`src/hdl/rs_pkg.sv`:
```
package rs_pkg;

	localparam int codeword_length = 255;           // symbols per codeword, one Chien step each

	typedef logic [7:0] symbol_index;               // position in the codeword
	typedef logic [4:0] coef_index;                 // polynomial coefficient slot
	typedef logic [4:0] root_count;                 // locator roots found

	// decode phases of the search sequencer
	typedef enum logic [2:0]
	{
		seq_idle,
		seq_search,
		seq_drain,
		seq_output,
		seq_finish
	} seq_state;

endpackage

```
`src/hdl/search_sequencer.sv`:
```
module search_sequencer
(
	input logic clock,
	input logic reset,
	input logic start,
	output logic step,
	output logic clear_coefs,
	output logic emit,
	output logic busy,
	output rs_pkg::symbol_index emit_index,
	output logic done
);

	localparam rs_pkg::symbol_index last_index =
		rs_pkg::symbol_index'(rs_pkg::codeword_length - 1);

	rs_pkg::seq_state state;
	rs_pkg::symbol_index count;             // step, emit or finish cycle counter

	always_ff @(posedge clock)
	begin
		if (reset)
		begin
			state <= rs_pkg::seq_idle;
			count <= '0;
		end
		else
		begin
			case (state)
				rs_pkg::seq_idle:
				begin
					count <= '0;
					if (start)
						state <= rs_pkg::seq_search;
				end
				rs_pkg::seq_search:
				begin
					count <= (count == last_index) ? '0 : count + 8'd1;
					if (count == last_index)
						state <= rs_pkg::seq_drain;
				end
				rs_pkg::seq_drain:
				begin
					state <= rs_pkg::seq_output;  // last evaluator result lands here
				end
				rs_pkg::seq_output:
				begin
					count <= (count == last_index) ? '0 : count + 8'd1;
					if (count == last_index)
						state <= rs_pkg::seq_finish;
				end
				rs_pkg::seq_finish:
				begin
					count <= count + 8'd1;
					if (count == 8'd1)
						state <= rs_pkg::seq_idle;
				end
				default:
					state <= rs_pkg::seq_idle;
			endcase
		end
	end

	assign step = (state == rs_pkg::seq_search);
	assign emit = (state == rs_pkg::seq_output);
	assign emit_index = count;
	assign busy = (state != rs_pkg::seq_idle);
	assign done = (state == rs_pkg::seq_finish) && (count == 8'd1);  // one cycle after last output
	assign clear_coefs = done;

endmodule

```
`config.mk`:
```
export PLATFORM = sky130hd
export DESIGN_NAME = search_sequencer
export DESIGN_NICKNAME = d
export VERILOG_FILES = /design/src/hdl/rs_pkg.sv /design/src/hdl/search_sequencer.sv
export SDC_FILE = /design/constraint.sdc
export NUM_CORES = 1
export LEC_CHECK = 0
export ABC_AREA = 1
export BUFFER_PORTS_ARGS = -buffer_cell sky130_fd_sc_hd__buf_2
export CORE_MARGIN = 2
export CORE_UTILIZATION = 51
export DETAILED_ROUTE_END_ITERATION = 12
export GPL_TIMING_DRIVEN = 0
export HOLD_SLACK_MARGIN = 0.02
export PLACE_DENSITY_LB_ADDON = 0.2
export SYNTH_ARGS = -nofsm -noshare
export SYNTH_HDL_FRONTEND = slang
export SYNTH_SLANG_ARGS = --single-unit
```
`constraint.sdc`:
```
create_clock -name clock -period 1.4 [get_ports clock]
set_input_delay 0.21 -clock clock [delete_from_list [all_inputs] [get_ports clock]]
set_output_delay 0.21 -clock clock [all_outputs]
set_load 0.1 [all_outputs]
```
# --- Word level (Yosys, flattened, before mapping) ---
# Index checks and enable logic that the tools add are counted.
word_totals:
  reg_bits: 11
  inputBits: 3
  out_inout_bits: 13
  elab_cells: 26
op_classes:
  add_sub_neg: 1
  eq_ne: 10
  muxes: 7
  n_reduce_logical: 6
ops:
  columns: ["cell", "count"]
  rows:
  - ["$pmux W8 S3", 1]
  - ["$pmux W3 S5", 1]
  - ["$mux W3", 4]
  - ["$add A8 B1 Y8 const B", 1]
  - ["$eq A8 B1 Y1 const B", 1]
  - ["$eq A8 B8 Y1 const B", 1]
  - ["$mux W8", 1]
  - ["$eq A3 B2 Y1 const B", 2]
  - ["$reduce_bool A3 Y1", 2]
  - ["$ne A2 B1 Y1 const B", 2]
  - ["$ne A2 B2 Y1 const B", 2]
  - ["$reduce_and A4 Y1", 1]
  - ["$eq A3 B1 Y1 const B", 1]
  - ["$eq A3 B3 Y1 const B", 1]
  - ["$logic_not A3 Y1", 1]
  - ["$reduce_or A2 Y1", 1]
  - ["$logic_and A1 B1 Y1", 1]

# --- Logic depth before layout (Yosys ltp) ---
depth:
  word_depth: 3
  depth_mapped: 10
  ltp_nobuf: 10

# --- Least setup slack after synthesis ---
# Ideal clock, no wire load.
synth_path:
  path_kind: "register to output"
  from: "register count[0] (netlist: emit_index[0])"
  to: "output done"
  arrival_ns: 3.240
  required_ns: 1.190
  setup_slack_ns: -2.050
  path_stages_with_launch: 7
  path_buffers: 1
  path_cell_list: "dfxtp_1 > ha_1 > nand2_1 > nor2_1 > nand2_1 > nor2_1 > buf_4"
synth_between:
  elab_chain_cells: 2
synth_rtl:
  columns: ["element", "line_no", "source"]
  rows:
  - ["start, declared", "search_sequencer.sv:18", "rs_pkg::symbol_index count;"]
  - ["start signal, assigned", "search_sequencer.sv:38", "count <= (count == last_index) ? '0 : count + 8'd1;"]
  - ["start signal, assigned", "search_sequencer.sv:48", "count <= (count == last_index) ? '0 : count + 8'd1;"]
  - ["start signal, assigned", "search_sequencer.sv:54", "count <= count + 8'd1;"]
  - ["$eq A8 B1 Y1", "search_sequencer.sv:68", "assign done = (state == rs_pkg::seq_finish) && (count == 8'd1);"]
  - ["$logic_and A1 B1 Y1", "search_sequencer.sv:68", null]
  - ["end, declared", "search_sequencer.sv:11", "output logic done"]
# No other way between the ends.

# --- Worst setup path after layout ---
layout_path:
  from: "register count[1] (netlist: emit_index[1])"
  to: "output done"
# The elaborated chain is that of the path after synthesis.

==> out/qor.yml <==
power_and_ir_drop:
  leakage_uw: 0.0004770
  p_per_area_mw_per_mm2: 1893
  vdd_drop_max_uv: 1510
synthesis:
  ys_types: 20
  yosys_warnings: 0
  synth-xor-area-share: 0.06184
  syn_avg_cell_area_um2: 6.745
  synthAdderAreaFrac: 0.05300
  synth_edf_count: 0
  synth.top_cell.area_share: 0.3110
  synth-main-ff-cell: "dfxtp_1"
  async_reset_ff_frac: 0
  ys_seq_area_frac: 0.3110
  synth_nets: 111
  ys_top_cells_by_area: "dfxtp_1 31%, inv_1 12%, nand2_1 11%, nor2_1 9.0%, xor2_1 6.2%"
  synth_mux_area_frac: 0
  post-synth-top-area-cell: "dfxtp_1"
  yosys.area_share.simple: 0.3675
  synth_area_um2: 708.2
  synth_compound_area_frac: 0.07420
  synthCells: 105
  ys_ff_latch: 11
  synth_top_family_by_area: "simple AND/OR/NAND/NOR gates"
critical_path:
  critPathRequiredTime_ns: 1.19
  cp_num_buf_inv: 3
  arrival_ns: 1.43
  worstReg2RegStart: "emit_index[1]"
  startpoint: "emit_index[1]"
  cp_cell_sequence: "inv_2 > ha_4 > nand2_2 > nor2_2 > nand2_2 > nor2_4 > buf_12 > buf_12"
  reg2reg_slack_ns: -0.08
  critical-path-max-stage-delay_ns: 0.35
  crit_path_start_kind: "flop"
  cp_slowest_cell: "dfxtp_4"
  crit_type: "flop to primary output"
  crit_path_max_fanout: 2
  end_kind: "primary output"
  cp_top_family: "simple AND/OR/NAND/NOR gates"
grt:
  antenna_found_initial: 0
  overflow: 0
  grt_pass1_wl_mm: 2.235
  first_global_vias: 547
  grt_usage: 0.2069
  grt_max_degree: 9
sta:
  holdWs_ns: 0.1222
  fin_ws_ns: -0.2416
  finClkSkew_ns: 0.002363
  setup_viol: 9
  period_needed_ns: 1.642
  finalHoldViolCount: 0
  slew_headroom: 0.6787
  worst_slew_pin_slew_ns: 0.4853
  period_share: 1.173
  slew_viol_final: 0
  rsz0062_at_grt: "yes"
  fmax_ghz: 0.6092
place:
  place.gp.congestion: 0.7236
  dp_hpwl_mm: 1.166
  placement.io_buffers: 15
  pre_cts_slack_ns: -0.2440
  postPlaceCellArea_um2: 880.8
clock_network:
  cts-root-buf: "clkbuf_4"
  clk_latency_ns: 0.26
  cts_htree_levels: 1
  cts_tree: "done"
  clkSinkCount: 11
  postCtsHoldBufs: 0
  clk_path_buf_depth: 2
  path_clk_slew_ns: 0.07
  numCtsBuffers: 3
route:
  drt_wl_total_mm: 1.644
  drcViolationCount: 0
  via_per_inst: 4.846
  ant_nets: 0
  wire_per_inst_um: 11.50
  first_pass_iters: 4
  drt-initial-drc-count: 5
  vias: 693
cells_and_area:
  diodes: 0
  fin_nets: 135
  fin_area_mm2: 0.001033
  drive_gt1_frac: 0.4844
  area_delta_synth_final_pct: 45.94
run:
  cap_violations: 0
die:
  std_cell_rows: 13
  fp.dieW_um: 41.27
  fp.dieArea_mm2: 0.001703
  initial_core_util: 0.5442
  core_mm2: 0.001301
  die_y_um: 41.27
  ios: 16
hold_path:
  min_from: "reset"
  hp-class: "input port to flop"
outcome:
  status: "complete, but fails checks"
  violations: "setup timing"
registers in the layout, indices dropped and copies added, names as in the netlist:
register,count
state,3
emit_index,8
final timing paths:
| kind | to | cells past startpoint |
|---|---|---|
| worst min register to register | state[1] | 2 |
| worst max-delay path | done | 8 |
| worst min-delay path | emit_index[1] | 2 |
| worst max register to register | emit_index[6] | 10 |
timing repair:
| action | in CTS | in global routing |
|---|---|---|
| cloned | 0 | 0 |
| hold endpoints to repair | 0 | 0 |
| buffers inserted | 1 | 3 |
| setup endpoints to repair | 9 | 12 |
| gates resized for setup | 17 | 17 |
| pin swaps | 5 | 14 |
cell families after synthesis:
group / count (synthesis)
AO/OA/AOI/OAI: 8
AND/OR/NAND/NOR: 54
XOR/XNOR: 5
adder cells (fa/ha/maj): 3
flip-flops: 11
buffers and inverters: 24
placed cells by master (no fill, tap or decap), types with 2 or more instances in the layout:
cell type / netlist / final
xor2_1: 5 / 5
a21oi_1: 3 / 3
buf_4: 1 / 4
ha_4: 0 / 2
inv_2: 1 / 3
nand2_4: 3 / 3
nor2_2: 1 / 4
nand4_1: 3 / 3
o21ai_0: 2 / 2
dfxtp_4: 0 / 6
buf_6: 0 / 2
nand3_1: 3 / 3
clkbuf_4: 0 / 4
nand2_2: 4 / 9
buf_12: 0 / 4
nand2_1: 21 / 16
nor2_4: 1 / 4
inv_1: 22 / 18
nor2_1: 17 / 11
dfxtp_2: 0 / 5
buf_2: 0 / 9
metal layers:
metal | wire (um) | GRT usage | part of all wire | vias to the layer above
li1 | - | - | - | 362
met1 | 730 | 0.2379 | 0.44 | 325
met2 | 883 | 0.3672 | 0.54 | 6
met3 | 31 | 0.03261 | 0.019 | 0
met4 | 0 | 0.09677 | 0 | 0
met5 | 0 | 0 | 0 | -
layout make-up:
cell class                      count  area (um^2)
Buffer                              1        20.02
Clock buffer                        4        26.28
Fill cell                          86        267.8
Inverter                           23        92.59
Multi-Input combinational cell     70        461.7
Sequential cell                    11        249.0
Tap cell                           15        18.77
Timing Repair Buffer               19        165.2
cell usage after synthesis, types with 2 or more instances:
library cell  instances
a21oi_1               3
dfxtp_1              11
ha_1                  3
inv_1                22
nand2_1              21
nand2_2               4
nand2_4               3
nand3_1               3
nand4_1               3
nor2_1               17
o21ai_0               2
xor2_1                5
stage by stage:
step | TNS (ns) | total power, uW | utilization | instances
2_1_floorplan | -1.092 | 1339 | - | 105
3_3_place_gp | -0.3983 | 1478 | 0.6769 | 135
3_5_place_dp | -0.4357 | 1495 | 0.6769 | 135
4_1_cts | -0.5290 | 1825 | 0.7452 | 140
5_1_grt | -1.666 | 2058 | 0.7942 | 143
6_report | -0.9331 | 1956 | 0.7942 | 143
power breakdown:
group | total, uW | internal, uW | switching, uW
logic | 1290 | 377 | 911
registers | 445 | 374 | 70.8
clock network | 223 | 110 | 113
total | 1960 | 862 | 1090
Note: power is estimated with default switching activity, not from simulation.
