===== config.mk =====
export PLATFORM = sky130hd
export DESIGN_NAME = forney_corrector_flat
export DESIGN_NICKNAME = d
export VERILOG_FILES = /design/src/hdl/gf_pkg.sv /design/src/hdl/rs_pkg.sv /design/src/hdl/poly_eval_if.sv /design/src/hdl/forney_corrector.sv /design/src/flat_wrapper.sv
export SDC_FILE = /design/constraint.sdc
export NUM_CORES = 2
export LEC_CHECK = 0
export BUFFER_PORTS_ARGS = -buffer_cell sky130_fd_sc_hd__buf_2
export CORE_MARGIN = 8
export CORE_UTILIZATION = 57
export DETAILED_ROUTE_END_ITERATION = 10
export GPL_TIMING_DRIVEN = 0
export PLACE_DENSITY_LB_ADDON = 0.12
export SLEW_MARGIN = 20
export SYNTH_ARGS = -nofsm -noshare
export SYNTH_HDL_FRONTEND = slang
export SYNTH_SLANG_ARGS = --single-unit

===== constraint.sdc =====
create_clock -name clock -period 27.6 [get_ports clock]
set_input_delay 5.52 -clock clock [delete_from_list [all_inputs] [get_ports clock]]
set_output_delay 5.52 -clock clock [all_outputs]
set_load 0.01 [all_outputs]

===== src/hdl/gf_pkg.sv =====
package gf_pkg;

	typedef logic [7:0] gf_elem;                    // one GF(2^8) symbol

	localparam logic [8:0] gf_poly = 9'h11D;        // x^8 + x^4 + x^3 + x^2 + 1
	localparam gf_elem gf_alpha = 8'd2;             // primitive element

	// shift-and-add product, reduced by gf_poly after each shift
	function automatic gf_elem gf_mul(input gf_elem a, input gf_elem b);
		gf_elem product;
		logic [8:0] shifted;
		product = '0;
		shifted = {1'b0, a};
		for (int n = 0; n < 8; n++)
		begin
			if (b[n])
				product = product ^ shifted[7:0];
			shifted = shifted << 1;
			if (shifted[8])
				shifted = shifted ^ gf_poly;    // fold back into the field
		end
		return product;
	endfunction

	// a^254 = a^-1 for nonzero a, and zero maps to zero
	function automatic gf_elem gf_inv(input gf_elem a);
		gf_elem result;
		gf_elem square;
		result = 8'd1;
		square = a;
		for (int n = 1; n < 8; n++)
		begin
			square = gf_mul(square, square);    // a^(2^n)
			result = gf_mul(result, square);    // running product of a^2 .. a^128
		end
		return result;
	endfunction

endpackage


===== src/hdl/rs_pkg.sv =====
package rs_pkg;

	localparam int codeword_length = 255;           // symbols per codeword, one Chien step each

	typedef logic [7:0] symbol_index;               // position in the codeword
	typedef logic [4:0] coef_index;                 // polynomial coefficient slot
	typedef logic [4:0] root_count;                 // locator roots found

	// decode phases of the search sequencer
	typedef enum logic [2:0]
	{
		seq_idle,
		seq_search,
		seq_drain,
		seq_output,
		seq_finish
	} seq_state;

endpackage


===== src/hdl/poly_eval_if.sv =====
interface poly_eval_if;

	logic step_valid;                       // one-cycle strobe per evaluation
	rs_pkg::symbol_index step_index;        // codeword position of this step
	gf_pkg::gf_elem even_sum;               // even-index terms at alpha^i
	gf_pkg::gf_elem odd_sum;                // odd-index terms at alpha^i

	modport source
	(
		output step_valid,
		output step_index,
		output even_sum,
		output odd_sum
	);

	modport sink
	(
		input step_valid,
		input step_index,
		input even_sum,
		input odd_sum
	);

endinterface


===== src/hdl/forney_corrector.sv =====
module forney_corrector
(
	input logic clock,
	input logic reset,
	poly_eval_if.sink loc,
	poly_eval_if.sink mag,
	input logic symbol_valid,
	input rs_pkg::symbol_index symbol_index_in,
	input gf_pkg::gf_elem received_symbol,
	input rs_pkg::root_count locator_degree,
	input logic emit,
	input rs_pkg::symbol_index emit_index,
	input logic done,
	output logic out_valid,
	output rs_pkg::symbol_index out_index,
	output gf_pkg::gf_elem out_symbol,
	output logic decode_fail,
	output rs_pkg::root_count error_count
);

	localparam rs_pkg::symbol_index last_index =
		rs_pkg::symbol_index'(rs_pkg::codeword_length - 1);

	gf_pkg::gf_elem received_buf [rs_pkg::codeword_length];
	gf_pkg::gf_elem error_buf [rs_pkg::codeword_length];   // zero where no root

	gf_pkg::gf_elem sigma;
	gf_pkg::gf_elem omega;
	gf_pkg::gf_elem forney_value;
	rs_pkg::root_count root_total;
	rs_pkg::root_count root_next;
	logic root_hit;
	logic last_step;

	always_comb
	begin
		sigma = loc.even_sum ^ loc.odd_sum;     // locator at alpha^i
		omega = mag.even_sum ^ mag.odd_sum;
		forney_value = gf_pkg::gf_mul(omega, gf_pkg::gf_inv(loc.odd_sum));
		root_hit = loc.step_valid && (sigma == '0);
		root_next = root_total;
		if (root_hit && root_total != '1)
			root_next = root_total + 5'd1;      // saturates on a zero locator
		last_step = loc.step_valid && (loc.step_index == last_index);
	end

	// codeword load between decodes, error values during the search
	always_ff @(posedge clock)
	begin
		if (symbol_valid && symbol_index_in < rs_pkg::codeword_length)
			received_buf[symbol_index_in] <= received_symbol;
		if (mag.step_valid)
			error_buf[mag.step_index] <= (sigma == '0) ? forney_value : '0;
	end

	always_ff @(posedge clock)
	begin
		if (reset || done)
			root_total <= '0;                   // ready for the next search
		else if (loc.step_valid)
			root_total <= root_next;
	end

	// results settle as the search ends and hold through done
	always_ff @(posedge clock)
	begin
		if (reset)
		begin
			decode_fail <= 1'b0;
			error_count <= '0;
		end
		else if (last_step)
		begin
			decode_fail <= (root_next != locator_degree);
			error_count <= root_next;
		end
	end

	always_ff @(posedge clock)
	begin
		if (reset)
			out_valid <= 1'b0;
		else
			out_valid <= emit;
	end

	// one-cycle buffer read, failed decodes pass the codeword through
	always_ff @(posedge clock)
	begin
		if (emit)
		begin
			out_index <= emit_index;
			out_symbol <= received_buf[emit_index] ^
				(decode_fail ? 8'd0 : error_buf[emit_index]);
		end
	end

endmodule


===== src/flat_wrapper.sv =====
// flat-port wrapper written by rule: the top's interface ports become plain ports
module forney_corrector_flat 
  (clock, reset, symbol_valid, symbol_index_in, received_symbol, locator_degree, emit, emit_index, done, out_valid, out_index, out_symbol, decode_fail, error_count, loc_step_valid, loc_step_index, loc_even_sum, loc_odd_sum, mag_step_valid, mag_step_index, mag_even_sum, mag_odd_sum);
  poly_eval_if loc_i ();
  poly_eval_if mag_i ();
  input logic clock;
  input logic reset;
  input logic symbol_valid;
  input rs_pkg::symbol_index symbol_index_in;
  input gf_pkg::gf_elem received_symbol;
  input rs_pkg::root_count locator_degree;
  input logic emit;
  input rs_pkg::symbol_index emit_index;
  input logic done;
  output logic out_valid;
  output rs_pkg::symbol_index out_index;
  output gf_pkg::gf_elem out_symbol;
  output logic decode_fail;
  output rs_pkg::root_count error_count;
  input wire logic [$bits(loc_i.step_valid)-1:0] loc_step_valid;
  input wire logic [$bits(loc_i.step_index)-1:0] loc_step_index;
  input wire logic [$bits(loc_i.even_sum)-1:0] loc_even_sum;
  input wire logic [$bits(loc_i.odd_sum)-1:0] loc_odd_sum;
  input wire logic [$bits(mag_i.step_valid)-1:0] mag_step_valid;
  input wire logic [$bits(mag_i.step_index)-1:0] mag_step_index;
  input wire logic [$bits(mag_i.even_sum)-1:0] mag_even_sum;
  input wire logic [$bits(mag_i.odd_sum)-1:0] mag_odd_sum;
  assign loc_i.step_valid = loc_step_valid;
  assign loc_i.step_index = loc_step_index;
  assign loc_i.even_sum = loc_even_sum;
  assign loc_i.odd_sum = loc_odd_sum;
  assign mag_i.step_valid = mag_step_valid;
  assign mag_i.step_index = mag_step_index;
  assign mag_i.even_sum = mag_even_sum;
  assign mag_i.odd_sum = mag_odd_sum;
  forney_corrector u_core (.clock(clock), .reset(reset), .loc(loc_i), .mag(mag_i), .symbol_valid(symbol_valid), .symbol_index_in(symbol_index_in), .received_symbol(received_symbol), .locator_degree(locator_degree), .emit(emit), .emit_index(emit_index), .done(done), .out_valid(out_valid), .out_index(out_index), .out_symbol(out_symbol), .decode_fail(decode_fail), .error_count(error_count));
endmodule

; ---- Yosys cells after proc, flatten, opt, wreduce, memory -nomap -nowiden
; Memories as Yosys holds them, arrays and structs flattened.
; Cells that the tools add are included.
; Widths: inputs -> output; s select.
[classes]
n_addsub = 1
magnitude_cmp = 1
n_eq_ne = 3
muxes = 225
bitwise = 206
reduce_logical = 6
[op_table]
columns = operator, n
row1 = $mux 8, 115
row2 = $xor 8x8->8, 101
row3 = $mux 5, 100
row4 = $not 4->4, 98
row5 = $eq 8x8->1 const B, 1
row6 = $logic_not 8->1, 1
row7 = $lt 8x8->1 const B, 1
row8 = $mux 7, 1
row9 = $not 1->1 const A, 7
row10 = $mux 6, 1
row11 = $add 5x1->5 const B, 1
row12 = $mux 1, 5
row13 = $ne 5x5->1, 1
row14 = $ne 5x5->1 const B, 1
row15 = $logic_and 1x1->1, 4
row16 = $mux 4, 1
row17 = $mux 3, 1
row18 = $mux 2, 1
row19 = $logic_or 1x1->1, 1
[word_totals]
reg_bits = 28
ram_bits = 4080
in_bits = 84
out_inout_bits = 23
wordCells = 450
n_memories = 2
[memory_table]
columns = name, words, width, read_ports, rd_ports_with_merged_regs, wr, line
row1 = u_core.error_buf, 255, 8, 1, 0, 1, forney_corrector.sv:25  ; gf_pkg::gf_elem error_buf [rs_pkg::codeword_length];
row2 = u_core.received_buf, 255, 8, 1, 0, 1, forney_corrector.sv:24  ; gf_pkg::gf_elem received_buf [rs_pkg::codeword_length];

; ---- Logic depth before layout (Yosys ltp)
[depth]
word_depth = 143
ltp_mapped = 71
mapped_depth_nobuf = 59

; ---- Least setup slack after synthesis
; OpenSTA, ideal clock, no wires.
[synth_path]
path_type = input to register
start = input port loc_odd_sum[0]
end = memory u_core.error_buf[0][7] (netlist name) (data pin)
setup_time_ns = 1.383
arrival_ns = 26.208
t_required_ns = 26.217
setup_slack_ns = 0.009
cell_stages = 59
n_path_buf = 8
path_cell_list = ha_1 xor2_1 nand2_1 xnor2_1 xor3_1 inv_2 buf_2 buf_2 ha_1 xor3_1 xor2_1 xnor2_1 nor2_1 xnor3_2 xnor2_4 inv_2 buf_6 buf_4 [23 not listed] xor2_1 o22ai_1 xnor3_2 xor3_2 nor2_2 xnor2_1 xnor3_1 xnor3_2 xor3_1 mux2_1 o22ai_1 xnor3_1 xnor3_1 buf_4 o311ai_1 xnor3_1 xnor2_1 nor2_1
[synth_between]
elab_chain_cells = 136
elab_cells_between_ends = 396
classes_between = mux (209) / bitwise (186) / reduce/logical (1)
[synth_lines]
columns = item, line
row1 = from (decl), flat_wrapper.sv:23  ; input wire logic [$bits(loc_i.odd_sum)-1:0] loc_odd_sum;
row2 = $mux 8, gf_pkg.sv:16  ; if (b[n])
row3 = $xor 8x8->8, gf_pkg.sv:17  ; product = product ^ shifted[7:0];
row4 = $mux 8, gf_pkg.sv:16
row5 = $xor 8x8->8, gf_pkg.sv:17
row6 = $mux 8, gf_pkg.sv:16
row7 = $xor 8x8->8, gf_pkg.sv:17
row8 = $mux 8, gf_pkg.sv:16
row9 = $xor 8x8->8, gf_pkg.sv:17
row10 = [120 not listed], n/a
row11 = $mux 8, gf_pkg.sv:16
row12 = $xor 8x8->8, gf_pkg.sv:17
row13 = $mux 8, gf_pkg.sv:16
row14 = $xor 8x8->8, gf_pkg.sv:17
row15 = $mux 8, gf_pkg.sv:16
row16 = $xor 8x8->8, gf_pkg.sv:17
row17 = $mux 8, gf_pkg.sv:16
row18 = $mux 8 *, forney_corrector.sv:53  ; error_buf[mag.step_index] <= (sigma == '0) ? forney_value : '0;
row19 = to (decl), forney_corrector.sv:25
; Mark *: on every way between the ends. The rest lies on a longest branch, timed or not.

; ---- Worst setup path in the final report
[layout_path]
start = input port loc_odd_sum[0]
end = memory u_core.error_buf[231][7] (netlist name) (data pin)
; The elaborated chain is that of the path after synthesis.

==> impl_metrics.csv <==
group,metric,value,unit
synth,synth_cell_types,105,
synth,synth_common_cells,"4,096 x edfxtp_1, 1,312 x mux4_2, 812 x nor2_1, 397 x xnor2_1, 317 x clkbuf_1",
sta,slew_viol_final,0,
global_route,overflow,0,
synth,synth_top_area_cell,"edfxtp_1",
detailed_routing,drt-total-wl,466000,um
synth,synth.avg_cell_area,19.8,um2
cts,clkTransAtPathRegs,0.06,ns
detailed_routing,num_vias,91500,
detailed_routing,wl_met1,183000,um
cts,root_buffer,"clkbuf_16",
synth,synthFlopType,"edfxtp_1",
worst_setup_path,max_stage_delay,0.89,ns
detailed_routing,drt_iter0_markers,12200,
detailed_routing,drc_errors,0,
worst_setup_path,worstRegToRegCells,7,
cts,cts-hold-fix-buffers,0,
detailed_routing,dr_wl_met3,42600,um
place,placed_cell_area,183000,um2
synth,synth-seq-cells,4108,
place,gp_congestion,0.886,
place,io_buffers,99,
cts,clk_latency,0.94,ns
sta,finalSetupTns,0,ns
detailed_routing,postRouteAntennaNets,0,
worst_setup_path,end_kind,"register",
cts,post_cts_buffers,0,
sta,clock.fmax,0.0394,GHz
layout,area_growth,12.2,%
worst_setup_path,crit_top_cell,"xnor2_1",
sta,worst_pin_slew,1.30,ns
floorplanning,rows,203,
synth,synth_top_cell_area_share,70.2,%
synth,yosysMostFrequentCell,"edfxtp_1",
synth,syn-instance-count,8829,
sta,hold_viol_final,0,
global_route,grt_max_degree,129,
detailed_routing,routedWlPerCell,33.6,um
sta,setup_viol,0,
cts,cts_made_buffers,407,
job,cap_viol_max_count,0,
global_route,antenna_found_initial,27,
synth,synth-seq-area-share,70.4,%
sta,fin_ws,2.25,ns
detailed_routing,top_layer,"met5",
layout,nets,9525,
synth,synth_edf_count,4096,
synth,synth_warnings,0,
floorplanning,io_pins,107,
cts,cts.sinks,4108,
floorplanning,core,306000,um2
sta,worst_clock_skew,0.0638,ns
detailed_routing,viasPerCell,6.59,
synth,synth.cell_area,175000,um2
global_route,grt_pass1_vias,91100,
layout,final_area,197000,um2
cts,cts.repair.resized,0,
cts,clockBufferDepth,4,
sta,fin_crit_sh,91.8,%
worst_setup_path,worstSetupStartpointType,"input port",
layout,drive_gt1_share,25.1,%
place,place_hpwl,324000,um
worst_setup_path,critPathMaxFanout,32,
synth,async_flop_share,0,%
sta,rsz0062_at_grt,"false",
worst_setup_path,required,28.38,ns
floorplanning,die_x,570,um
global_route,grt_pass1_wl,662000,um
cts,cts-htree-levels,5,
floorplanning,initial_utilization,57.3,%
detailed_routing,dr.pass1.iters,6,
sta,worst_slew_margin_rel,13.4,%
worst_setup_path,cp_slowest_cell,"xor2_1",
worst_setup_path,arrival,26.13,ns
floorplanning,die_height,570,um
detailed_routing,wl_met2,224000,um
worst_hold_path,hold_class,"reg2reg",
cts,cts_tree,"built",
global_route,grt_use_total,28.3,%
synth,synth_area_leaders,"edfxtp_1 70%, mux4_2 17%, xnor2_1 2.0%",
sta,post-route-min-period,25.35,ns
worst_hold_path,min_path_cells,2,
outcome,status,"completed",
worst_setup_path,worst-setup-path-type,"in2reg",
floorplanning,die_area,325000,um2
place,dp_slack,1.68,ns
synth,synthesis.nets,8926,
==> state kept, by name, indices dropped and copies added, names as in the netlist <==
name                 cells
u_core.error_buf      2040
u_core.received_buf   2040
u_core.out_index         8
u_core.out_symbol        8
u_core.error_count       5
u_core.root_total        5
u_core.decode_fail       1
u_core.out_valid         1
==> critical path, delay by kind of cell <==
| family | cells | cell delay, ns |
|---|---|---|
| AO/OA/AOI/OAI | 12 | 3.00 |
| XOR/XNOR | 20 | 8.62 |
| adder cells (fa/ha/maj) | 4 | 1.39 |
| buffers and inverters | 20 | 5.29 |
| multiplexers | 1 | 0.13 |
| AND/OR/NAND/NOR | 10 | 1.98 |
==> logic make-up after synthesis <==
| logic type | share of synthesized area (%) |
|---|---|
| multiplexers | 17.9 |
| adder cells (fa/ha/maj) | 0.0929 |
| AND/OR/NAND/NOR | 3.56 |
| XOR/XNOR | 4.88 |
| AO/OA/AOI/OAI | 1.86 |
| flip-flops | 70.4 |
| buffers and inverters | 1.36 |
==> area by class of cell <==
class,count,area [um2]
diodes,9,22.5
plain buffers,536,2390
clock buffers,495,10600
clock inverters,249,2630
fillers,20600,109000
inverters,38,143
multi-input cells,4147,49600
flip-flops and latches,4108,123000
well taps,4100,5130
repair buffers,190,2780
==> per-layer routing <==
layer | GRT usage (%) | vias to the layer above
met5 | 0 | -
met4 | 8.58 | 4
met3 | 5.08 | 752
met2 | 45.3 | 4763
met1 | 40.5 | 48600
li1 | - | 37300
==> path summary, 6_finish.rpt <==
kind / from / endpoint / slack (ns)
min reg2reg: u_core.error_count[1] / u_core.error_count[1] / 0.50
max reg2reg: u_core.error_buf[92][3] / u_core.out_symbol[3] / 24.34
max: loc_odd_sum[0] / u_core.error_buf[231][7] / 2.25
min: u_core.error_count[1] / u_core.error_count[1] / 0.50
==> placed cells by master (no fill, tap or decap), drive strengths merged, types with 98 or more instances in the layout <==
cell type	instances
edfxtp	4096
mux4	1312
clkbuf	828
nor2	816
xnor2	434
buf	393
nand2	286
clkinv	183
mux2i	147
xor2	144
o21ai	125
xnor3	113
a21oi	98
==> through the flow <==
| stage | std cells | util, % | hold slack, ns |
|---|---|---|---|
| after detailed placement | 13100 | 59.9 | 0.491 |
| after global placement | 13000 | 59.1 | 0.485 |
| after global routing | 13900 | 64.3 | 0.527 |
| after CTS | 13900 | 64.2 | 0.498 |
| final | 13900 | 64.3 | 0.497 |
| after floorplan | 8829 | - | 0.520 |
Power is not shown: default switching activity piles up to over one toggle a cycle in this logic, so the estimate is an artifact.
