<file path="src/hdl/gf_pkg.sv">
package gf_pkg;

	typedef logic [7:0] gf_elem;                    // one GF(2^8) symbol

	localparam logic [8:0] gf_poly = 9'h11D;        // x^8 + x^4 + x^3 + x^2 + 1
	localparam gf_elem gf_alpha = 8'd2;             // primitive element

	// shift-and-add product, reduced by gf_poly after each shift
	function automatic gf_elem gf_mul(input gf_elem a, input gf_elem b);
		gf_elem product;
		logic [8:0] shifted;
		product = '0;
		shifted = {1'b0, a};
		for (int n = 0; n < 8; n++)
		begin
			if (b[n])
				product = product ^ shifted[7:0];
			shifted = shifted << 1;
			if (shifted[8])
				shifted = shifted ^ gf_poly;    // fold back into the field
		end
		return product;
	endfunction

	// a^254 = a^-1 for nonzero a, and zero maps to zero
	function automatic gf_elem gf_inv(input gf_elem a);
		gf_elem result;
		gf_elem square;
		result = 8'd1;
		square = a;
		for (int n = 1; n < 8; n++)
		begin
			square = gf_mul(square, square);    // a^(2^n)
			result = gf_mul(result, square);    // running product of a^2 .. a^128
		end
		return result;
	endfunction

endpackage

</file>
<file path="src/hdl/rs_pkg.sv">
package rs_pkg;

	localparam int codeword_length = 255;           // symbols per codeword, one Chien step each

	typedef logic [7:0] symbol_index;               // position in the codeword
	typedef logic [4:0] coef_index;                 // polynomial coefficient slot
	typedef logic [4:0] root_count;                 // locator roots found

	// decode phases of the search sequencer
	typedef enum logic [2:0]
	{
		seq_idle,
		seq_search,
		seq_drain,
		seq_output,
		seq_finish
	} seq_state;

endpackage

</file>
<file path="src/hdl/poly_eval_if.sv">
interface poly_eval_if;

	logic step_valid;                       // one-cycle strobe per evaluation
	rs_pkg::symbol_index step_index;        // codeword position of this step
	gf_pkg::gf_elem even_sum;               // even-index terms at alpha^i
	gf_pkg::gf_elem odd_sum;                // odd-index terms at alpha^i

	modport source
	(
		output step_valid,
		output step_index,
		output even_sum,
		output odd_sum
	);

	modport sink
	(
		input step_valid,
		input step_index,
		input even_sum,
		input odd_sum
	);

endinterface

</file>
<file path="src/hdl/poly_evaluator.sv">
module poly_evaluator
#(
	parameter int num_coefs = 19
)
(
	input logic clock,
	input logic reset,
	input logic clear_coefs,
	input logic coef_valid,
	input rs_pkg::coef_index coef_index,
	input gf_pkg::gf_elem coef,
	input logic step,
	poly_eval_if.source eval
);

	gf_pkg::gf_elem coefs [num_coefs];      // term k holds c_k * alpha^(i*k) at step i
	gf_pkg::gf_elem even_terms;
	gf_pkg::gf_elem odd_terms;
	rs_pkg::symbol_index step_count;

	// alpha^k, folded to a constant per coefficient slot
	function automatic gf_pkg::gf_elem alpha_power(input int k);
		gf_pkg::gf_elem power;
		power = 8'd1;
		for (int n = 0; n < k; n++)
			power = gf_pkg::gf_mul(power, gf_pkg::gf_alpha);
		return power;
	endfunction

	always_comb
	begin
		even_terms = '0;
		odd_terms = '0;
		for (int k = 0; k < num_coefs; k++)
		begin
			if (k % 2 == 0)
				even_terms = even_terms ^ coefs[k];
			else
				odd_terms = odd_terms ^ coefs[k];
		end
	end

	always_ff @(posedge clock)
	begin
		if (reset || clear_coefs)
		begin
			for (int k = 0; k < num_coefs; k++)
				coefs[k] <= '0;
			step_count <= '0;
			eval.step_valid <= 1'b0;
		end
		else
		begin
			eval.step_valid <= step;
			if (coef_valid && coef_index < num_coefs)
				coefs[coef_index] <= coef;      // only reachable between decodes
			if (step)
			begin
				for (int k = 0; k < num_coefs; k++)
					coefs[k] <= gf_pkg::gf_mul(coefs[k], alpha_power(k));
				step_count <= step_count + 8'd1;
			end
		end
	end

	// sums of the current terms, registered alongside the strobe
	always_ff @(posedge clock)
	begin
		if (step)
		begin
			eval.step_index <= step_count;
			eval.even_sum <= even_terms;
			eval.odd_sum <= odd_terms;
		end
	end

endmodule

</file>
<file path="src/flat_wrapper.sv">
// flat-port wrapper written by rule: the top's interface ports become plain ports
module poly_evaluator_flat 
#(
	parameter int num_coefs = 19
)
  (clock, reset, clear_coefs, coef_valid, coef_index, coef, step, eval_step_valid, eval_step_index, eval_even_sum, eval_odd_sum);
  poly_eval_if eval_i ();
  input logic clock;
  input logic reset;
  input logic clear_coefs;
  input logic coef_valid;
  input rs_pkg::coef_index coef_index;
  input gf_pkg::gf_elem coef;
  input logic step;
  output wire logic [$bits(eval_i.step_valid)-1:0] eval_step_valid;
  output wire logic [$bits(eval_i.step_index)-1:0] eval_step_index;
  output wire logic [$bits(eval_i.even_sum)-1:0] eval_even_sum;
  output wire logic [$bits(eval_i.odd_sum)-1:0] eval_odd_sum;
  assign eval_step_valid = eval_i.step_valid;
  assign eval_step_index = eval_i.step_index;
  assign eval_even_sum = eval_i.even_sum;
  assign eval_odd_sum = eval_i.odd_sum;
  poly_evaluator #(.num_coefs(num_coefs)) u_core (.clock(clock), .reset(reset), .clear_coefs(clear_coefs), .coef_valid(coef_valid), .coef_index(coef_index), .coef(coef), .step(step), .eval(eval_i));
endmodule
</file>
<file path="config.mk">
export PLATFORM = sky130hd
export DESIGN_NAME = poly_evaluator_flat
export DESIGN_NICKNAME = d
export VERILOG_FILES = /design/src/hdl/gf_pkg.sv /design/src/hdl/rs_pkg.sv /design/src/hdl/poly_eval_if.sv /design/src/hdl/poly_evaluator.sv /design/src/flat_wrapper.sv
export SDC_FILE = /design/constraint.sdc
export NUM_CORES = 1
export LEC_CHECK = 0
export ABC_CLOCK_PERIOD_IN_PS = 2100
export BUFFER_PORTS_ARGS = -buffer_cell sky130_fd_sc_hd__buf_2
export CAP_MARGIN = 20
export CORE_ASPECT_RATIO = 0.75
export CORE_UTILIZATION = 57
export CTS_CLUSTER_DIAMETER = 150
export DETAILED_ROUTE_END_ITERATION = 8
export PLACE_DENSITY = 0.77
export SYNTH_ARGS = -nofsm -noshare
export SYNTH_HDL_FRONTEND = slang
export SYNTH_SLANG_ARGS = --single-unit
export TNS_END_PERCENT = 10
</file>
<file path="constraint.sdc">
create_clock -name clock -period 2.1 [get_ports clock]
set_clock_uncertainty 0.15 [all_clocks]
set_input_delay 0 -clock clock [delete_from_list [all_inputs] [get_ports clock]]
set_output_delay 0 -clock clock [all_outputs]
set_load 0.03 [all_outputs]
</file>
==> After elaboration in Yosys (flattened, before gate mapping) <==
Memories as Yosys holds them, arrays and structs flattened.
Cells that the tools add are included.
Widths: inputs -> output; s select.
{ "classes": {"muxes": 895, "n_addsub": 1, "reduce_logical": 3, "magnitude_cmp": 1, "bitwise_logic": 362, "n_eq_ne": 19} }
{ "op_table": {"columns": ["op", "count"], "rows": [
  ["$mux 8", 742],
  ["$xor 8x8->8", 143],
  ["$mux 5", 144],
  ["$not 4->4", 143],
  ["$eq 5x5->1 const B", 19],
  ["$and 1x1->1", 38],
  ["$not 1->1", 19],
  ["$or 1x1->1", 19],
  ["$mux 1", 9],
  ["$add 8x1->8 const B", 1],
  ["$reduce_or 8->1", 1],
  ["$lt 5x5->1 const B", 1],
  ["$logic_and 1x1->1", 1],
  ["$logic_or 1x1->1", 1]
]} }
{ "totals": {"reg_bits": 33, "in_bits": 18, "ramBits": 152, "output_inout_bits": 25, "mem_count": 1, "wordCells": 1287} }
{ "memory_table": {"columns": ["name", "words", "word_bits", "rd", "rd_ports_with_merged_regs", "write_ports", "line_no", "text"], "rows": [
  ["u_core.coefs", 19, 8, 19, 0, 19, "poly_evaluator.sv:16", "gf_pkg::gf_elem coefs [num_coefs];"]
]} }

==> Longest topological paths before layout <==
Gate-level depths: netlist of the first run.
{ "logic_depth": {"ltp_word": 102, "ltp_mapped": 7, "ltp_nobuf": 5} }

==> Worst setup path after synthesis of the first run <==
Ideal clock, no wire load.
{ "synth_timing": {"path_type": "input-to-reg", "startpoint": "input step", "endpoint": "memory u_core.coefs[11][0] in the netlist's numbering, enable pin", "slack_ns": 0.039, "cell_stages": 5, "required_time_ns": 1.566, "arrival_time_ns": 1.527, "path_cell_list": "buf_6 nor4b_4 nand3_2 buf_2 o21ai_0"} }
{ "synth_lines": {"columns": ["element", "line_no", "text"], "rows": [
  ["from (decl)", "flat_wrapper.sv:14", "input logic step;"],
  ["to (decl)", "poly_evaluator.sv:16", null]
]} }

==> summary.md, run 1 <==
| Metric | Value |
|---|---|
| Unrepaired setup endpoints after global routing | no |
| Pwr/cell area | between 900 and 1000 nW/µm² |
| Die H | about 120 µm |
| Clock power frac | 0.282 |
| Syn-to-layout area delta | 11.8% |
| Dpl hpwl | roughly 20,000 µm |
| Final #Nets | roughly 960 |
| Post-synthesis sequential area ratio | 0.496 |
| Yosys warnings | 0 |
| Sw Pwr | 3.71 mW |
| Fmax | 0.517 GHz |
| Crit end category | register |
| Congestion Overflow GR | 0 |
| Routed WL | 28,200 µm |
| H-Tree Depth | 4 |
| Flops & latches, synth | roughly 190 |
| Pre-antenna DRT Iters | 7 |
| Setup Fix Bufs, Post-CTS | 0 |
| Initial antenna violation count | 0 |
| R2r endpoint | u_core.coefs[10][2] |
| Final core occ | 0.657 |
| Min-Delay Path Class | in -> reg |
| Most common cell after layout, fill and taps aside | xnor2_1 |
| CTS tree | built |
| Comb pwr share | 0.283 |
| Core Box Area | roughly 19,000 µm² |
| CTS Root Cell | clkbuf_16 |
| Starting DRT DRC Count | about 1,000 |
| Commonest cells after routing, fill and taps aside | xnor2_1, edfxtp_1, o22ai_1 |
| Total CTS buffers | 17 |
| IO buf count | 42 |
| FP Rows | 43 |
| Slew margin rel. | 0.535 |
| Wirelength per Cell | 23.6 µm |
| Area contributors post-synth | edfxtp_1, xnor2_1, xor2_1 |
| Drt via density | 6.18 |
| Pre-CTS WS | 0.273 ns |
| Syn Inst Count | slightly below 900 |
| Mapped Nets | approximately 900 |
| Initial Util | 0.588 |
| Post-layout min period | 1.93 ns |
| Min-Delay Endpoint | u_core.coefs[2][6] |
| Vias post-DR | approximately 7,400 |
| FILL cells | between 1,000 and 1,500 |
| Distinct cells, synth | 38 |
| Antenna viol nets, final | 0 |
| GRT Overall Usage | 0.295 |
| Pleak | 4.69 nW |
| Max Root-Sink Buffers | 2 |
| Finish-stage setup viols | 0 |
| Layout cells sized above 1 | 0.129 |
| First-pass GRT wire length | ~42,000 µm |
| Class of the most critical setup path | in -> reg |
| Clock sink total | roughly 190 |
| R2r setup slk | between 0.2 and 0.3 ns |
| Clk slew on worst S/H paths | roughly 0.080 ns |
| Switching share of power | 0.319 |
| Clk_lat worst skew | ~0.44 ns |
| Max Cap Viol | 0 |
| ANT cells | 0 |
| Pint | 7.93 mW |
| Horiz. Die Dim | around 160 µm |
| Tightest Pin Transition | 0.692 ns |
| Crit Reg-Reg Startpoint | u_core.coefs[10][2] |
| CP Launch Type | input pin |
| Biggest area consumer among synthesized cells | edfxtp_1 |
| CP max FO | 17 |
| Outcome | finished clean |
| Worst hold start | coef_index[0] |
| Post-route DRC | 0 |
| VDD IR-drop max | around 0.77 mV |
| Reg2Reg Depth | 3 |
| Fin crit share | 0.920 |
| Reg power frac | 0.435 |
| Setup TNS | 0 ns |
| Multi-input gate area | around 5300 µm² |
| Synth Cell Area | ~11,000 µm² |
| Hold path cells | 4 |
| Largest net degree at the start of global routing | ~50 |
| Die Area | between 15,000 and 20,000 µm² |
| Vias in the first global route | ~7,000 |
| Ports | 43 |
| Gpl congestion | 0.890 |
| Hold slack | a little under 0.07 ns |
| Final hold vios | 0 |
| Data required, critical path | around 2.1 ns |
| Syn Area/Cell | ~13 µm² |
| Critical path arrival | roughly 1.9 ns |
| Slew Viols, Final | 0 |
| Post-synth top area share | 0.480 |
| Setup slack after layout | 0.167 ns |
| Register area | around 5500 µm² |
| Overall power | between 10 and 15 mW |
-- cells by family after synthesis --
family	share of synthesized area
xor gates and xnor gates	0.331
DFF	0.496
AOI/OAI and AO/OA	0.0962
and+or+nand+nor	0.0514
buffers and inverters	0.0233
muxes	0.000909
adders and majority gates	0.00114
-- how the worst max path moves through the flow --
stage                     startpoint             endpoint  slack, ns  cells past startpoint
after floorplan                 step  u_core.coefs[11][0]       0.04                      5
after global placement          step  u_core.coefs[12][1]       0.31                      6
after detailed placement        step   u_core.coefs[8][4]       0.27                      6
after CTS                       step  u_core.coefs[12][6]       0.09                      7
after global routing            step  u_core.coefs[18][2]       0.07                      6
final                           step  u_core.coefs[12][6]       0.17                      7
-- synthesized netlist by cell type, drive strengths merged --
cell,count
o22ai,97
clkbuf,31
xnor3,36
o2bb2ai,8
and3,3
o31ai,8
xor2,95
a22o,15
nor4b,1
and3b,1
nor2b,4
a21oi,3
or2,1
nand2b,4
mux2i,1
buf,20
nand2,56
inv,1
dfxtp,9
o21ai,35
xnor2,228
or3,4
edfxtp,176
nor3b,2
nor2,16
nand3,6
nor3,2
nand4,12
ha,1
-- metrics by stage --
step	cell area, µm²	instances
after global placement	11600	1153
after CTS	12300	1196
final	12300	1196
after floorplan	11000	876
after global routing	12300	1196
after detailed placement	11600	1153
-- timing repair --
action	in CTS	in global routing
setup endpoints to repair	0	6
resized for setup	0	1
hold endpoints to repair	46	0
hold buffers	11	0
-- power by group through the flow --
stage,Sequential (mW),Combinational (mW),Clock (mW)
3_3_place_gp,5.13,3.17,0
4_1_cts,5.06,3.29,3.28
5_1_grt,5.11,3.50,3.40
2_1_floorplan,5.23,2.40,0
3_5_place_dp,5.13,3.23,0
6_report,5.06,3.30,3.28
-- flip-flops by register name, indices dropped and copies added (netlist names) --
| signal | flops |
|---|---|
| u_core.eval.step_valid | 1 |
| u_core.eval.even_sum | 8 |
| u_core.step_count | 8 |
| u_core.coefs | 152 |
| u_core.eval.step_index | 8 |
| u_core.eval.odd_sum | 8 |
-- per-layer routing --
metal,wire [µm],GRT usage,vias up
met3,2680,0.0693,60
li1,-,-,3290
met5,0,0,-
met2,12300,0.429,387
met4,663,0.101,0
met1,12500,0.433,3655
-- final cells by class --
type                            count  area share
Clock buffer                       18      0.0366
Sequential cell                   185       0.444
Inverter                            1    0.000305
Clock inverter                     14      0.0118
Timing Repair Buffer               92      0.0519
Tap cell                          247      0.0251
Multi-Input combinational cell    639       0.430
-- worst max-delay path, cell delays in order --
cell and delay [ns]:
dlygate4sd3_1 0.53, buf_2 0.19, nor4b_4 0.27, buf_4 0.27
nand2_4 0.17, o21ai_0 0.27, buf_4 0.22
Note: power is estimated with default switching activity, not from simulation.
==> run 2, diff against run 1 <==
Settings changed: ABC_CLOCK_PERIOD_IN_PS 2100 to 1800, CORE_UTILIZATION 57 to 63, PLACE_DENSITY 0.77 to 0.81.
Clock period 2.1 ns to 1.8 ns, I/O delays scaled along.
==> summary.md, run 2 (synthesized netlist as in run 1, its figures left out) <==
| Metric | Value |
|---|---|
| Register area | 5470 µm² |
| CP max FO | 4 |
| CTS Root Cell | clkbuf_16 |
| Pre-CTS WS | -0.0627 ns |
| Congestion Overflow GR | 0 |
| Final #Nets | between 900 and 1,000 |
| Die H | ~120 µm |
| Final core occ | 0.739 |
| Syn-to-layout area delta | 13.7% |
| Max FFs per register | roughly 150 |
| Max Root-Sink Buffers | 2 |
| Core Box Area | roughly 17,000 µm² |
| Post-layout min period | 1.77 ns |
| Worst hold start | step |
| Comb pwr share | 0.297 |
| Wirelength per Cell | ~24 µm |
| Drt via density | approximately 6.3 |
| Horiz. Die Dim | 155 µm |
| Vias in the first global route | 7,226 |
| Setup Fix Bufs, Post-CTS | 0 |
| Pre-antenna DRT Iters | 6 |
| Die Area | ~18,000 µm² |
| Reg with most FFs | u_core.coefs |
| Pwr/cell area | roughly 1100 nW/µm² |
| Data required, critical path | between 1.5 and 2 ns |
| Clk_lat worst skew | approximately 0.44 ns |
| Slowest cell delay on critical path | ~0.53 ns |
| Buf+Inv Stages, Crit Path | 0 |
| Most common cell after layout, fill and taps aside | xnor2_1 |
| Min-Delay Path Class | in -> reg |
| Finish-stage setup viols | 0 |
| CTS tree | built |
| Fin crit share | 0.985 |
| CP top delay family | XOR/XNOR gates |
| Routed WL | ~28,000 µm |
| Post-route DRC | 0 |
| Critical Path Source | u_core.coefs[13][5] |
| VDD IR-drop max | between 0.6 and 0.7 mV |
| CP Launch Type | register |
| H-Tree Depth | 4 |
| Slowest CP cell | edfxtp_1 |
| Reg2Reg Depth | 3 |
| Vias post-DR | 7,563 |
| Reg power frac | 0.436 |
| GRT Overall Usage | 0.330 |
| Crit Reg-Reg Startpoint | u_core.coefs[13][5] |
| Clock sink total | 185 |
| Starting DRT DRC Count | 1,177 |
| Tightest Pin Transition | 0.484 ns |
| First-pass GRT wire length | 42,800 µm |
| Total CTS buffers | 17 |
| Clock power frac | 0.268 |
| Critical path arrival | between 1.5 and 2 ns |
| Post-route cell area | ~13,000 µm² |
| Max Cap Viol | 0 |
| Slew Viols, Final | 0 |
| Initial antenna violation count | 0 |
| Pint | approximately 9.2 mW |
| Class of the most critical setup path | reg -> reg |
| Clk slew on worst S/H paths | roughly 0.080 ns |
| Largest net degree at the start of global routing | 56 |
| Switching share of power | 0.317 |
| Sw Pwr | roughly 4.3 mW |
| Final hold vios | 0 |
| Commonest cells after routing, fill and taps aside | xnor2_1, edfxtp_1, o22ai_1 |
| Antenna viol nets, final | 0 |
| IO buf count | 42 |
| Hold slack | ~0.02 ns |
| Unrepaired setup endpoints after global routing | yes |
| Initial Util | 0.650 |
| ANT cells | 0 |
| Layout cells sized above 1 | 0.162 |
| Gpl congestion | approximately 0.9 |
| Outcome | finished clean |
| FP Rows | 41 |
| Hold path cells | 2 |
| Critical Path Stages | 3 |
| Setup slack after layout | 0.0276 ns |
| FILL cells | ~1,100 |
| Dpl hpwl | between 20,000 and 25,000 µm |
| Pleak | slightly below 5 nW |
| Setup TNS | 0 ns |
| CP Cell Sequence | xor2_2, xnor3_1, xnor2_1 |
| Ports | 43 |
| Crit end category | register |
| Area after DPL | about 12,000 µm² |
| Slew margin rel. | 0.676 |
| Multi-input gate area | ~5300 µm² |
| Fmax | around 0.56 GHz |
## run 2: path summary, 6_finish.rpt
check / to / slack (ns)
min: u_core.eval.even_sum[4] / 0.02
max reg2reg: u_core.eval.odd_sum[5] / 0.03
max: u_core.eval.odd_sum[5] / 0.03
min reg2reg: u_core.eval.step_index[7] / 0.33
## run 2: area by class of cell
| class | count | share of cell area |
|---|---|---|
| multi-input cells | 639 | 0.426 |
| well taps | 215 | 0.0215 |
| inverters | 1 | 0.000300 |
| repair buffers | 122 | 0.0710 |
| clock inverters | 15 | 0.0102 |
| clock buffers | 17 | 0.0340 |
| flip-flops and latches | 185 | 0.437 |
## run 2: power groups by stage
stage / clock network (mW) / registers, mW / logic [mW]
finish: 3.62 / 5.89 / 4.01
global route: 3.80 / 5.94 / 4.24
CTS: 3.63 / 5.88 / 3.97
detailed placement: 0 / 5.96 / 3.91
global placement: 0 / 5.93 / 3.82
floorplan: 0 / 6.10 / 2.81
## run 2: layer usage
layer | wire (µm) | GRT usage
met1 | 11700 | 0.458
met3 | 3120 | 0.0827
met2 | 13000 | 0.515
met4 | 623 | 0.108
met5 | 0 | 0
## run 2: per-stage QoR
stage,instances,power [mW]
4_1_cts,1194,13.5
3_3_place_gp,1151,9.76
6_report,1194,13.5
5_1_grt,1194,14.0
2_1_floorplan,876,8.90
3_5_place_dp,1151,9.86
## run 2: timing repair
item | in CTS | in global routing
setup endpoints to repair | 2 | 5
hold endpoints to repair | 39 | 0
hold buffers | 11 | 0
gates resized for setup | 2 | 4
## run 2: worst reg2reg max path: cells and delay by family (launching register included)
kind      cells  cell delay (ns)
xor+xnor      3             0.85
flops         1             0.53
==> run 3, diff against run 2 <==
--- a/config.mk
+++ b/config.mk
@@ -15,2 +15,3 @@
 export PLACE_DENSITY = 0.81
+export SKIP_CTS_REPAIR_TIMING = 1
 export SYNTH_ARGS = -nofsm -noshare
@@ -18,2 +19,2 @@
 export SYNTH_SLANG_ARGS = --single-unit
-export TNS_END_PERCENT = 10
+export TNS_END_PERCENT = 50
--- a/constraint.sdc
+++ b/constraint.sdc
@@ -4,2 +4,2 @@
 set_output_delay 0 -clock clock [all_outputs]
-set_load 0.03 [all_outputs]
+set_load 0.1 [all_outputs]
==> summary.md, run 3 (synthesized netlist as in run 1, its figures left out) <==
| Metric | Value |
|---|---|
| Slew Viols, Final | 0 |
| Setup TNS | 0 ns |
| Final #Nets | ~980 |
| Fmax | between 0.5 and 0.6 GHz |
| Reg with most FFs | u_core.coefs |
| CP max FO | 3 |
| Register area | approximately 5500 µm² |
| ANT cells | 0 |
| Post-Layout Cell Count | approximately 1,200 |
| Slew margin rel. | 0.684 |
| Critical path arrival | roughly 1.8 ns |
| Syn-to-layout area delta | 13.3% |
| Multi-input gate area | 5310 µm² |
| Routed WL | between 20,000 and 30,000 µm |
| Pre-CTS WS | -0.0936 ns |
| Fin crit share | 0.984 |
| Max Root-Sink Buffers | 2 |
| Clk_lat worst skew | 0.44 ns |
| Clock sink total | roughly 190 |
| Vias in the first global route | between 7,000 and 8,000 |
| CTS tree | built |
| Clk slew on worst S/H paths | ~0.07 ns |
| Final core occ | 0.737 |
| Total CTS buffers | 17 |
| Setup slack after layout | about 0.028 ns |
| Pleak | between 4 and 5 nW |
| Finish-stage setup viols | 0 |
| Pint | roughly 9.4 mW |
| Commonest cells after routing, fill and taps aside | xnor2_1, edfxtp_1, o22ai_1 |
| Post-route cell area | 12,500 µm² |
| Ports | 43 |
| VDD IR-drop max | between 1.5 and 2 mV |
| Pwr/cell area | 1160 nW/µm² |
| Comb pwr share | 0.342 |
| Crit end category | register |
| Horiz. Die Dim | ~150 µm |
| Post-layout min period | between 1.5 and 2 ns |
| Max Cap Viol | 0 |
| Clock power frac | 0.253 |
| Die Area | 18,000 µm² |
| Starting DRT DRC Count | about 1,000 |
| Max FFs per register | between 150 and 200 |
| Failing checks | hold timing |
| FP Rows | just over 40 |
| Gpl congestion | around 0.9 |
| Post-Place Cells | ~1,200 |
| Data required, critical path | 1.83 ns |
| First-pass GRT wire length | about 42,000 µm |
| Die H | between 100 and 150 µm |
| Largest net degree at the start of global routing | a little under 100 |
| Initial antenna violation count | 0 |
| Dpl hpwl | 20,400 µm |
| Most common cell after layout, fill and taps aside | xnor2_1 |
| IO buf count | 42 |
| Pre-antenna DRT Iters | 6 |
| Initial Util | 0.650 |
| CTS Root Cell | clkbuf_16 |
| Tightest Pin Transition | ~0.47 ns |
| Switching share of power | 0.354 |
| Final hold vios | 3 |
| Vias post-DR | about 7,600 |
| Min-Delay Path Class | in -> reg |
| CP Launch Type | register |
| Hold slack | -0.0132 ns |
| Layout cells sized above 1 | 0.161 |
| FILL cells | 1,118 |
| Outcome | finished with violations |
| GRT Overall Usage | 0.326 |
| Class of the most critical setup path | reg -> reg |
| Drt via density | around 6.4 |
| Wirelength per Cell | about 24 µm |
| Antenna viol nets, final | 0 |
| Unrepaired setup endpoints after global routing | no |
| H-Tree Depth | 4 |
| Post-route DRC | 0 |
| Core Box Area | approximately 17,000 µm² |
| Area after DPL | between 10,000 and 15,000 µm² |
| Reg power frac | 0.405 |
| Congestion Overflow GR | 0 |
| Sw Pwr | 5.12 mW |
-- run 3: cell count changes in the layout (fill, tap and decap cells not counted), sizes merged --
| cell | change |
|---|---|
| clkbuf | +2 |
| inv | -4 |
| clkinv | +2 |
| buf | +2 |
| dlygate4sd3 | -3 |
-- run 3: worst max-delay path: stages, from the launching register on --
cell and delay, ns:
edfxtp_1 0.51, xnor2_1 0.24, xnor3_1 0.46, xnor2_1 0.16
-- run 3: power by group through the flow --
stage | clock (mW) | sequential [mW] | combinational [mW]
2_1_floorplan | 0 | 6.97 | 2.81
3_3_place_gp | 0 | 5.93 | 4.72
3_5_place_dp | 0 | 5.93 | 4.83
4_1_cts | 3.67 | 5.86 | 4.88
5_1_grt | 3.83 | 5.91 | 5.22
6_report | 3.66 | 5.87 | 4.95
-- run 3: area by class of cell --
| cell class | instances | share of cell area |
|---|---|---|
| sequential | 185 | 0.438 |
| multi-input combinational | 639 | 0.425 |
| tap | 215 | 0.0216 |
| clock inverter | 13 | 0.00852 |
| clock buffer | 19 | 0.0372 |
| timing repair buffer | 121 | 0.0690 |
| inverter | 1 | 0.000301 |
-- run 3: worst paths after layout --
kind,start,end,slack [ns],depth (start not counted)
min reg2reg,u_core.step_count[7],u_core.eval.step_index[7],0.31,0
min,clear_coefs,u_core.step_count[7],-0.01,3
max reg2reg,u_core.coefs[14][7],u_core.eval.even_sum[7],0.03,3
max,u_core.coefs[14][7],u_core.eval.even_sum[7],0.03,3
-- run 3: metal layers --
layer	up-vias	part of all wire	global-route usage
met4	2	0.022	0.121
met3	52	0.12	0.0950
met1	3694	0.40	0.445
met2	503	0.46	0.502
li1	3351	-	-
met5	-	0.0011	0
-- run 3: through the flow --
step / total power [mW] / hold WS [ns]
final: 14.5 / -0.0132
after CTS: 14.4 / -0.127
after global routing: 15.0 / 0.0218
after global placement: 10.7 / 0.286
after floorplan: 9.77 / -0.0375
after detailed placement: 10.8 / 0.300
